<file path="config.mk">
export PLATFORM = sky130hd
export DESIGN_NAME = transform_top
export DESIGN_NICKNAME = d
export VERILOG_FILES = /design/src/design/transform_pkg.sv /design/src/design/transform_top.sv /design/src/design/transform_block_regs.sv /design/src/design/transform_butterfly.sv /design/src/design/transform_dequant.sv /design/src/design/transform_fsm.sv /design/src/design/transform_row_counter.sv
export SDC_FILE = /design/constraint.sdc
export NUM_CORES = 2
export LEC_CHECK = 0
export ABC_AREA = 1
export ABC_CLOCK_PERIOD_IN_PS = 8300
export BUFFER_PORTS_ARGS = -buffer_cell sky130_fd_sc_hd__buf_2
export CORE_MARGIN = 2
export CORE_UTILIZATION = 45
export CTS_BUF_LIST = sky130_fd_sc_hd__clkbuf_4
export DETAILED_ROUTE_END_ITERATION = 10
export HOLD_SLACK_MARGIN = 0.1
export PLACE_DENSITY = 0.71
export SKIP_CTS_REPAIR_TIMING = 1
export SYNTH_ARGS = -nofsm -noshare
export SYNTH_HDL_FRONTEND = slang
export SYNTH_HIERARCHICAL = 1
export SYNTH_SLANG_ARGS = --single-unit
</file>
<file path="constraint.sdc">
create_clock -name clk -period 8.3 [get_ports clk]
set_input_delay 0.83 -clock clk [delete_from_list [all_inputs] [get_ports clk]]
set_output_delay 0.83 -clock clk [all_outputs]
set_load 0.02 [all_outputs]
</file>
<file path="src/design/transform_pkg.sv">
/*
 * Shared definitions for the H.264 luma 4x4 inverse transform.
 * Holds the block geometry, value widths, sequencer states, the
 * zigzag scan map and the flat LevelScale tables.
 */
`default_nettype none

package transform_pkg;

	localparam int BLK_SIZE   = 4;
	localparam int BLK_COEFFS = 16;

	typedef logic signed [11:0] coeff_t;
	typedef logic        [5:0]  qp_t;
	typedef logic        [4:0]  total_coeff_t;
	typedef logic signed [15:0] sample_t;
	typedef logic signed [8:0]  residual_t;
	typedef logic        [1:0]  line_idx_t;

	typedef enum logic [2:0] {
		IDLE,
		DEQUANT,
		ROW_PASS,
		COL_PASS,
		DONE
	} xform_state_t;

	// Scan index to raster index
	localparam logic [3:0] ZIGZAG_TO_RASTER [BLK_COEFFS] = '{
		4'd0, 4'd1, 4'd4, 4'd8, 4'd5, 4'd2, 4'd3, 4'd6,
		4'd9, 4'd12, 4'd13, 4'd10, 4'd7, 4'd11, 4'd14, 4'd15
	};

	// LevelScale by QP mod 6, flat weighting
	localparam logic [4:0] LEVEL_SCALE_EE  [6] = '{5'd10, 5'd11, 5'd13, 5'd14, 5'd16, 5'd18};
	localparam logic [4:0] LEVEL_SCALE_OO  [6] = '{5'd16, 5'd18, 5'd20, 5'd23, 5'd25, 5'd29};
	localparam logic [4:0] LEVEL_SCALE_MIX [6] = '{5'd13, 5'd14, 5'd16, 5'd18, 5'd20, 5'd23};

	localparam sample_t ROUND_OFFSET = 16'sd32;
	localparam int      ROUND_SHIFT  = 6;

	localparam sample_t RESIDUAL_MIN = -16'sd256;
	localparam sample_t RESIDUAL_MAX = 16'sd255;

endpackage

`default_nettype wire
</file>
<file path="src/design/transform_top.sv">
/*
 * Inverse transform for one H.264 luma 4x4 residual block.
 * Dequantizes zigzag-ordered coefficients, runs row and column
 * passes through one shared butterfly and outputs 9-bit residuals.
 */
`timescale 1ns/1ps
`default_nettype none

module transform_top (
	input  logic                        clk,
	input  logic                        rst_n,
	input  logic                        ena,
	input  logic                        start,
	input  transform_pkg::qp_t          qp,
	input  transform_pkg::total_coeff_t total_coeff,
	input  transform_pkg::coeff_t       coeff    [transform_pkg::BLK_COEFFS],
	output transform_pkg::residual_t    residual [transform_pkg::BLK_COEFFS],
	output logic                        valid
);
	import transform_pkg::*;

	logic      load_block;
	logic      clear_block;
	logic      pass_active;
	logic      col_pass;
	logic      final_write;
	line_idx_t line_idx;
	logic      last_line;
	sample_t   dequant  [BLK_COEFFS];
	sample_t   line_rd  [BLK_SIZE];
	sample_t   line_wr  [BLK_SIZE];

	transform_fsm transform_fsm_inst (
		.clk         (clk),
		.rst_n       (rst_n),
		.ena         (ena),
		.start       (start),
		.total_coeff (total_coeff),
		.last_line   (last_line),
		.load_block  (load_block),
		.clear_block (clear_block),
		.pass_active (pass_active),
		.col_pass    (col_pass),
		.final_write (final_write),
		.valid       (valid)
	);

	transform_row_counter transform_row_counter_inst (
		.clk         (clk),
		.rst_n       (rst_n),
		.ena         (ena),
		.pass_active (pass_active),
		.line_idx    (line_idx),
		.last_line   (last_line)
	);

	transform_dequant transform_dequant_inst (
		.qp      (qp),
		.coeff   (coeff),
		.dequant (dequant)
	);

	//------------------------------------------------------------
	// Line loop, block regs through butterfly and back
	//------------------------------------------------------------
	transform_butterfly transform_butterfly_inst (
		.line_in  (line_rd),
		.line_out (line_wr)
	);

	transform_block_regs transform_block_regs_inst (
		.clk         (clk),
		.rst_n       (rst_n),
		.ena         (ena),
		.load_block  (load_block),
		.clear_block (clear_block),
		.pass_active (pass_active),
		.col_pass    (col_pass),
		.final_write (final_write),
		.line_idx    (line_idx),
		.dequant     (dequant),
		.line_wr     (line_wr),
		.line_rd     (line_rd),
		.residual    (residual)
	);

endmodule

`default_nettype wire

</file>
<file path="src/design/transform_block_regs.sv">
/*
 * Working 4x4 block in raster order. Presents one row or column
 * to the butterfly and writes the result back in place, with
 * rounding and clipping on the final column pass.
 */
`timescale 1ns/1ps
`default_nettype none

module transform_block_regs (
	input  logic                     clk,
	input  logic                     rst_n,
	input  logic                     ena,
	input  logic                     load_block,
	input  logic                     clear_block,
	input  logic                     pass_active,
	input  logic                     col_pass,
	input  logic                     final_write,
	input  transform_pkg::line_idx_t line_idx,
	input  transform_pkg::sample_t   dequant  [transform_pkg::BLK_COEFFS],
	input  transform_pkg::sample_t   line_wr  [transform_pkg::BLK_SIZE],
	output transform_pkg::sample_t   line_rd  [transform_pkg::BLK_SIZE],
	output transform_pkg::residual_t residual [transform_pkg::BLK_COEFFS]
);
	import transform_pkg::*;

	sample_t    blk      [BLK_COEFFS];
	logic [3:0] line_pos [BLK_SIZE];
	sample_t    wr_val   [BLK_SIZE];

	function automatic sample_t round_clip(sample_t v);
		sample_t sum;
		sample_t shifted;
		sum     = v + ROUND_OFFSET;
		shifted = sum >>> ROUND_SHIFT;
		if (shifted > RESIDUAL_MAX) begin
			return RESIDUAL_MAX;
		end
		if (shifted < RESIDUAL_MIN) begin
			return RESIDUAL_MIN;
		end
		return shifted;
	endfunction

	//------------------------------------------------------------
	// Line select, row or column
	//------------------------------------------------------------
	always_comb begin
		for (int k = 0; k < BLK_SIZE; k++) begin
			line_pos[k] = col_pass ? {2'(k), line_idx} : {line_idx, 2'(k)};
			line_rd[k]  = blk[line_pos[k]];
			wr_val[k]   = final_write ? round_clip(line_wr[k]) : line_wr[k];
		end
	end

	always_ff @(posedge clk or negedge rst_n) begin
		if (!rst_n) begin
			for (int i = 0; i < BLK_COEFFS; i++) begin
				blk[i] <= '0;
			end
		end else if (ena) begin
			if (clear_block) begin
				for (int i = 0; i < BLK_COEFFS; i++) begin
					blk[i] <= '0;
				end
			end else if (load_block) begin
				blk <= dequant;
			end else if (pass_active) begin
				for (int k = 0; k < BLK_SIZE; k++) begin
					blk[line_pos[k]] <= wr_val[k];
				end
			end
		end
	end

	// Entries already clipped after the final pass
	always_comb begin
		for (int i = 0; i < BLK_COEFFS; i++) begin
			residual[i] = blk[i][8:0];
		end
	end

endmodule

`default_nettype wire

</file>
<file path="src/design/transform_butterfly.sv">
/*
 * H.264 1-D inverse integer transform on four samples.
 * Shared by the row and column passes, purely combinational.
 */
`timescale 1ns/1ps
`default_nettype none

module transform_butterfly (
	input  transform_pkg::sample_t line_in  [transform_pkg::BLK_SIZE],
	output transform_pkg::sample_t line_out [transform_pkg::BLK_SIZE]
);
	import transform_pkg::*;

	sample_t a;
	sample_t b;
	sample_t c;
	sample_t d;
	sample_t e0;
	sample_t e1;
	sample_t e2;
	sample_t e3;

	assign a = line_in[0];
	assign b = line_in[1];
	assign c = line_in[2];
	assign d = line_in[3];

	//------------------------------------------------------------
	// First stage
	//------------------------------------------------------------
	assign e0 = a + c;
	assign e1 = a - c;
	// Odd terms use the half-weight taps
	assign e2 = (b >>> 1) - d;
	assign e3 = b + (d >>> 1);

	//------------------------------------------------------------
	// Second stage
	//------------------------------------------------------------
	assign line_out[0] = e0 + e3;
	assign line_out[1] = e1 + e2;
	assign line_out[2] = e1 - e2;
	assign line_out[3] = e0 - e3;

endmodule

`default_nettype wire

</file>
<file path="src/design/transform_dequant.sv">
/*
 * Inverse zigzag and dequantization. Places each scan-order
 * coefficient at its raster position and scales it by the flat
 * LevelScale entry for QP mod 6, shifted left by QP div 6.
 */
`timescale 1ns/1ps
`default_nettype none

module transform_dequant (
	input  transform_pkg::qp_t     qp,
	input  transform_pkg::coeff_t  coeff   [transform_pkg::BLK_COEFFS],
	output transform_pkg::sample_t dequant [transform_pkg::BLK_COEFFS]
);
	import transform_pkg::*;

	logic [3:0] qp_div;
	logic [2:0] qp_mod;

	assign qp_div = 4'(qp / 6);
	assign qp_mod = 3'(qp % 6);

	//------------------------------------------------------------
	// One scaler per scan position
	//------------------------------------------------------------
	for (genvar i = 0; i < BLK_COEFFS; i++) begin : g_coeff
		localparam logic [3:0] RASTER  = ZIGZAG_TO_RASTER[i];
		localparam bit         ROW_ODD = RASTER[2];
		localparam bit         COL_ODD = RASTER[0];

		logic [4:0] scale;
		sample_t    scaled;

		// Position class picks the table
		always_comb begin
			if (!ROW_ODD && !COL_ODD) begin
				scale = LEVEL_SCALE_EE[qp_mod];
			end else if (ROW_ODD && COL_ODD) begin
				scale = LEVEL_SCALE_OO[qp_mod];
			end else begin
				scale = LEVEL_SCALE_MIX[qp_mod];
			end
		end

		// 16-bit wrap on both multiply and shift
		assign scaled          = sample_t'(coeff[i]) * sample_t'(scale);
		assign dequant[RASTER] = scaled << qp_div;
	end

endmodule

`default_nettype wire

</file>
<file path="src/design/transform_fsm.sv">
/*
 * Transform sequencer. Runs dequant, four row passes, four column
 * passes and done, or takes the zero-block shortcut through a clear.
 */
`timescale 1ns/1ps
`default_nettype none

module transform_fsm (
	input  logic                        clk,
	input  logic                        rst_n,
	input  logic                        ena,
	input  logic                        start,
	input  transform_pkg::total_coeff_t total_coeff,
	input  logic                        last_line,
	output logic                        load_block,
	output logic                        clear_block,
	output logic                        pass_active,
	output logic                        col_pass,
	output logic                        final_write,
	output logic                        valid
);
	import transform_pkg::*;

	xform_state_t state;
	xform_state_t state_next;
	logic         clr_pending;

	always_comb begin
		state_next = state;
		case (state)
			IDLE: begin
				if (start) begin
					state_next = (total_coeff == '0) ? DONE : DEQUANT;
				end
			end
			DEQUANT:  state_next = ROW_PASS;
			ROW_PASS: state_next = last_line ? COL_PASS : ROW_PASS;
			COL_PASS: state_next = last_line ? DONE : COL_PASS;
			// Zero block spends one extra cycle here clearing
			DONE:     state_next = clr_pending ? DONE : IDLE;
			default:  state_next = IDLE;
		endcase
	end

	always_ff @(posedge clk or negedge rst_n) begin
		if (!rst_n) begin
			state       <= IDLE;
			clr_pending <= 1'b0;
		end else if (ena) begin
			state <= state_next;
			if (state == IDLE && start) begin
				clr_pending <= (total_coeff == '0);
			end else if (state == DONE) begin
				clr_pending <= 1'b0;
			end
		end
	end

	//------------------------------------------------------------
	// Control decode
	//------------------------------------------------------------
	// Inputs captured on the start edge
	assign load_block  = (state == IDLE) && start && (total_coeff != '0);
	assign clear_block = (state == DONE) && clr_pending;
	assign pass_active = (state == ROW_PASS) || (state == COL_PASS);
	assign col_pass    = (state == COL_PASS);
	assign final_write = (state == COL_PASS);

	// One pulse on the first enabled cycle of a finished block
	assign valid = (state == DONE) && !clr_pending && ena;

endmodule

`default_nettype wire

</file>
<file path="src/design/transform_row_counter.sv">
/*
 * Line counter for the row and column passes. Steps 0 to 3
 * and wraps, flagging the last line of a pass.
 */
`timescale 1ns/1ps
`default_nettype none

module transform_row_counter (
	input  logic                     clk,
	input  logic                     rst_n,
	input  logic                     ena,
	input  logic                     pass_active,
	output transform_pkg::line_idx_t line_idx,
	output logic                     last_line
);
	import transform_pkg::*;

	always_ff @(posedge clk or negedge rst_n) begin
		if (!rst_n) begin
			line_idx <= '0;
		end else if (ena && pass_active) begin
			// Natural 2-bit wrap sets up the next pass at line 0
			line_idx <= line_idx + 2'd1;
		end
	end

	assign last_line = (line_idx == line_idx_t'(BLK_SIZE - 1));

endmodule

`default_nettype wire

</file>
==> results_dict.tcl <==
set metrics [dict create \
    status "complete, no violations" \
    hpwl_um 265000 \
    final_cell_mix "2,721 x nand2_1, 1,785 x inv_1, 1,341 x nor2_1, 765 x nand3_1, 729 x buf_4" \
    cts_buffers 80 \
    cp-start-kind "flop" \
    finalCritPeriodShare_pct 97.7 \
    crit_cells 41 \
    synthTopCellsByArea "fa_1 16%, nand2_1 15%, inv_1 9.6%" \
    chipWidth_um 398 \
    max_stage_delay_ns 0.51 \
    clkSinkCount 262 \
    synth_top_cell_by_area "fa_1" \
    fin_skew_ns 0.129 \
    fin_nets 13000 \
    start_util_pct 45.3 \
    hold_violations 0 \
    min_to "transform_fsm_inst/clr_pending$_DFFE_PN0P_" \
    grt_max_degree 202 \
    maxCapViolCount 0 \
    clockRootBuffer "clkbuf_4" \
    cp.required_ns 9.03 \
    dieArea_sq_um 158000 \
    ys_ff_latch 262 \
    syn_area_sq_um 69700 \
    rrSetupSlack_ns 0.19 \
    cts-htree-levels 3 \
    min_period_ns 8.11 \
    drc 0 \
    area_growth_pct 12.4 \
    hold_class "in2reg" \
    crit_top_cell "nand2_1" \
    vias_per_cell 5.67 \
    std_cell_rows 144 \
    nFillCells 16100 \
    max_freq_mhz 123 \
    clk_latency_ns 0.97 \
    max-clock-path-buffers 3 \
    crit_type "reg2reg" \
    yosys.cell_types.count 64 \
    critPathCaptureType "flop" \
    crit_buf_inv 8 \
    coreArea_sq_um 154000 \
    reg2reg_depth 41 \
    hold_slack_ns 0.162 \
    path_max_fanout 18 \
    place_inst 13700 \
    wl_per_cell_um 23.6 \
    setup_viol 0 \
    final_cells 13800 \
    antenna_found_initial 42 \
    gr-total-overflow 0 \
    antenna_left 0 \
    cts.reportedPaths.clkPinSlew_ns 0.07 \
    fp.dieH_um 398 \
    yosysWarnings 6 \
    vias 78400 \
    cts_tree "yes" \
    routabilityCongestion 1.13 \
    r2r-end "transform_block_regs_inst/residual[8]$_DFFE_PN0P_" \
    track_usage_pct 40.4 \
    crit_arrival_ns 8.85 \
    slew_violations 0 \
    final_common_cell "nand2_1" \
    firstDrtPassIters 9 \
    worstHoldStart "start" \
    cpMaxStageDelayCell "o21ai_1" \
    layout-drive-gt1-share_pct 12.9 \
    grt_pass1_wl_um 478000 \
    holdPathStages 3 \
    wl_um 326000 \
    dr.first_iter.drc_count 9100 \
    worstMarginPinSlew_ns 1.44 \
    path_delay_family "simple AND/OR/NAND/NOR gates" \
    grt_pass1_vias 74100 \
    r2r_start "transform_fsm_inst/state[0]$_DFFE_PN0P_" \
    port_buffers 351 \
    synth_area_per_cell_sq_um 6.24 \
    syn_inst 11200 \
    io-pin-count 352 \
    synth_top_area_share_pct 15.9 \
    seq_area_frac_synth_pct 9.41 \
    rsz0062_at_grt "false" \
    max_slew_margin_pct 3.68 \
]
## cell families after synthesis
group / Yosys count / share of synthesized area, %
DFF: 262 / 9.41
other: 2 / 0.0108
adders and majority gates: 1085 / 25.4
muxes: 58 / 0.833
and+or+nand+nor: 5255 / 31.3
xor gates and xnor gates: 363 / 4.58
AOI/OAI and AO/OA: 1587 / 13.4
buffers and inverters: 2556 / 15.0
## metal layers
| layer | up-vias | share of wire [%] | GRT usage (%) |
|---|---|---|---|
| met3 | 927 | 11 | 10.3 |
| met2 | 4200 | 42 | 61.0 |
| li1 | 36000 | - | - |
| met1 | 37200 | 40 | 51.6 |
| met5 | - | 0.064 | 0 |
| met4 | 30 | 7.4 | 24.4 |
## registers in the layout, indices dropped and copies added, names as in the netlist
name	flops
transform_row_counter_inst/line_idx	2
transform_block_regs_inst/blk	112
transform_fsm_inst/clr_pending	1
transform_fsm_inst/state	3
transform_block_regs_inst/residual	144
## worst register-to-register path: cells and delay by family, from the launching register on
family	cells	cell delay, ns
AOI/OAI and AO/OA	6	1.57
and+or+nand+nor	23	3.13
DFF	1	0.44
muxes	1	0.33
buffers and inverters	8	1.29
adders and majority gates	3	1.10
## synth_stat cells, drive strengths merged
| master | number |
|---|---|
| dfrtp | 262 |
| a221oi | 3 |
| buf | 369 |
| clkinv | 3 |
| o31ai | 4 |
| o221ai | 2 |
| and2 | 14 |
| o2111ai | 80 |
| nand2 | 2761 |
| nand3b | 4 |
| o211ai | 220 |
| nand3 | 770 |
| ha | 533 |
| conb | 2 |
| nor4 | 14 |
| o21a | 19 |
| o21bai | 46 |
| mux2i | 58 |
| a2111oi | 1 |
| inv | 1837 |
| o31a | 1 |
| a31o | 1 |
| a211oi | 3 |
| xnor2 | 107 |
| xor2 | 256 |
| nand4 | 109 |
| fa | 552 |
| a31oi | 31 |
| clkbuf | 347 |
| or2 | 119 |
| a21boi | 2 |
| a311o | 1 |
| a21oi | 311 |
| nor2 | 1372 |
| nor3 | 87 |
| and3 | 5 |
| o22ai | 25 |
| a21o | 27 |
| o21ai | 810 |
## worst max path at each step
stage,startpoint,endpoint,slack [ns]
after floorplan,qp[4],transform_block_regs_inst/blk[125]$_DFFE_PN0P_,1.53
after global placement,transform_fsm_inst/state[1]$_DFFE_PN0P_,transform_block_regs_inst/residual[125]$_DFFE_PN0P_,0.12
after detailed placement,transform_fsm_inst/state[1]$_DFFE_PN0P_,transform_block_regs_inst/residual[125]$_DFFE_PN0P_,0.12
after CTS,transform_fsm_inst/state[1]$_DFFE_PN0P_,transform_block_regs_inst/residual[125]$_DFFE_PN0P_,-0.0007
after global routing,transform_fsm_inst/state[0]$_DFFE_PN0P_,transform_block_regs_inst/residual[53]$_DFFE_PN0P_,0.006
final,transform_fsm_inst/state[0]$_DFFE_PN0P_,transform_block_regs_inst/residual[8]$_DFFE_PN0P_,0.19
## per-stage QoR
step	TNS (ns)	setup WS (ns)	utilization [%]	cell area, sq um
3_3_place_gp	0	0.121	50.2	77200
5_1_grt	0	0.00583	50.9	78300
6_report	0	0.188	50.9	78400
2_1_floorplan	0	1.53	-	69800
3_5_place_dp	0	0.123	50.2	77200
4_1_cts	-0.000728	-0.000728	50.8	78200
## layout make-up
class / count / area [sq um] / share of cell area, %
Timing Repair Buffer: 1130 / 8230 / 10.5
Antenna cell: 24 / 60.1 / 0.0766
Sequential cell: 262 / 6560 / 8.37
Clock buffer: 105 / 788 / 1.01
Multi-Input combinational cell: 8388 / 53000 / 67.7
Tap cell: 2044 / 2560 / 3.26
Clock inverter: 34 / 201 / 0.257
Inverter: 1840 / 6940 / 8.86
Power is left out: the tool's default activity adds up to more than one toggle a clock period on the data nets, which glitch-free logic cannot reach.
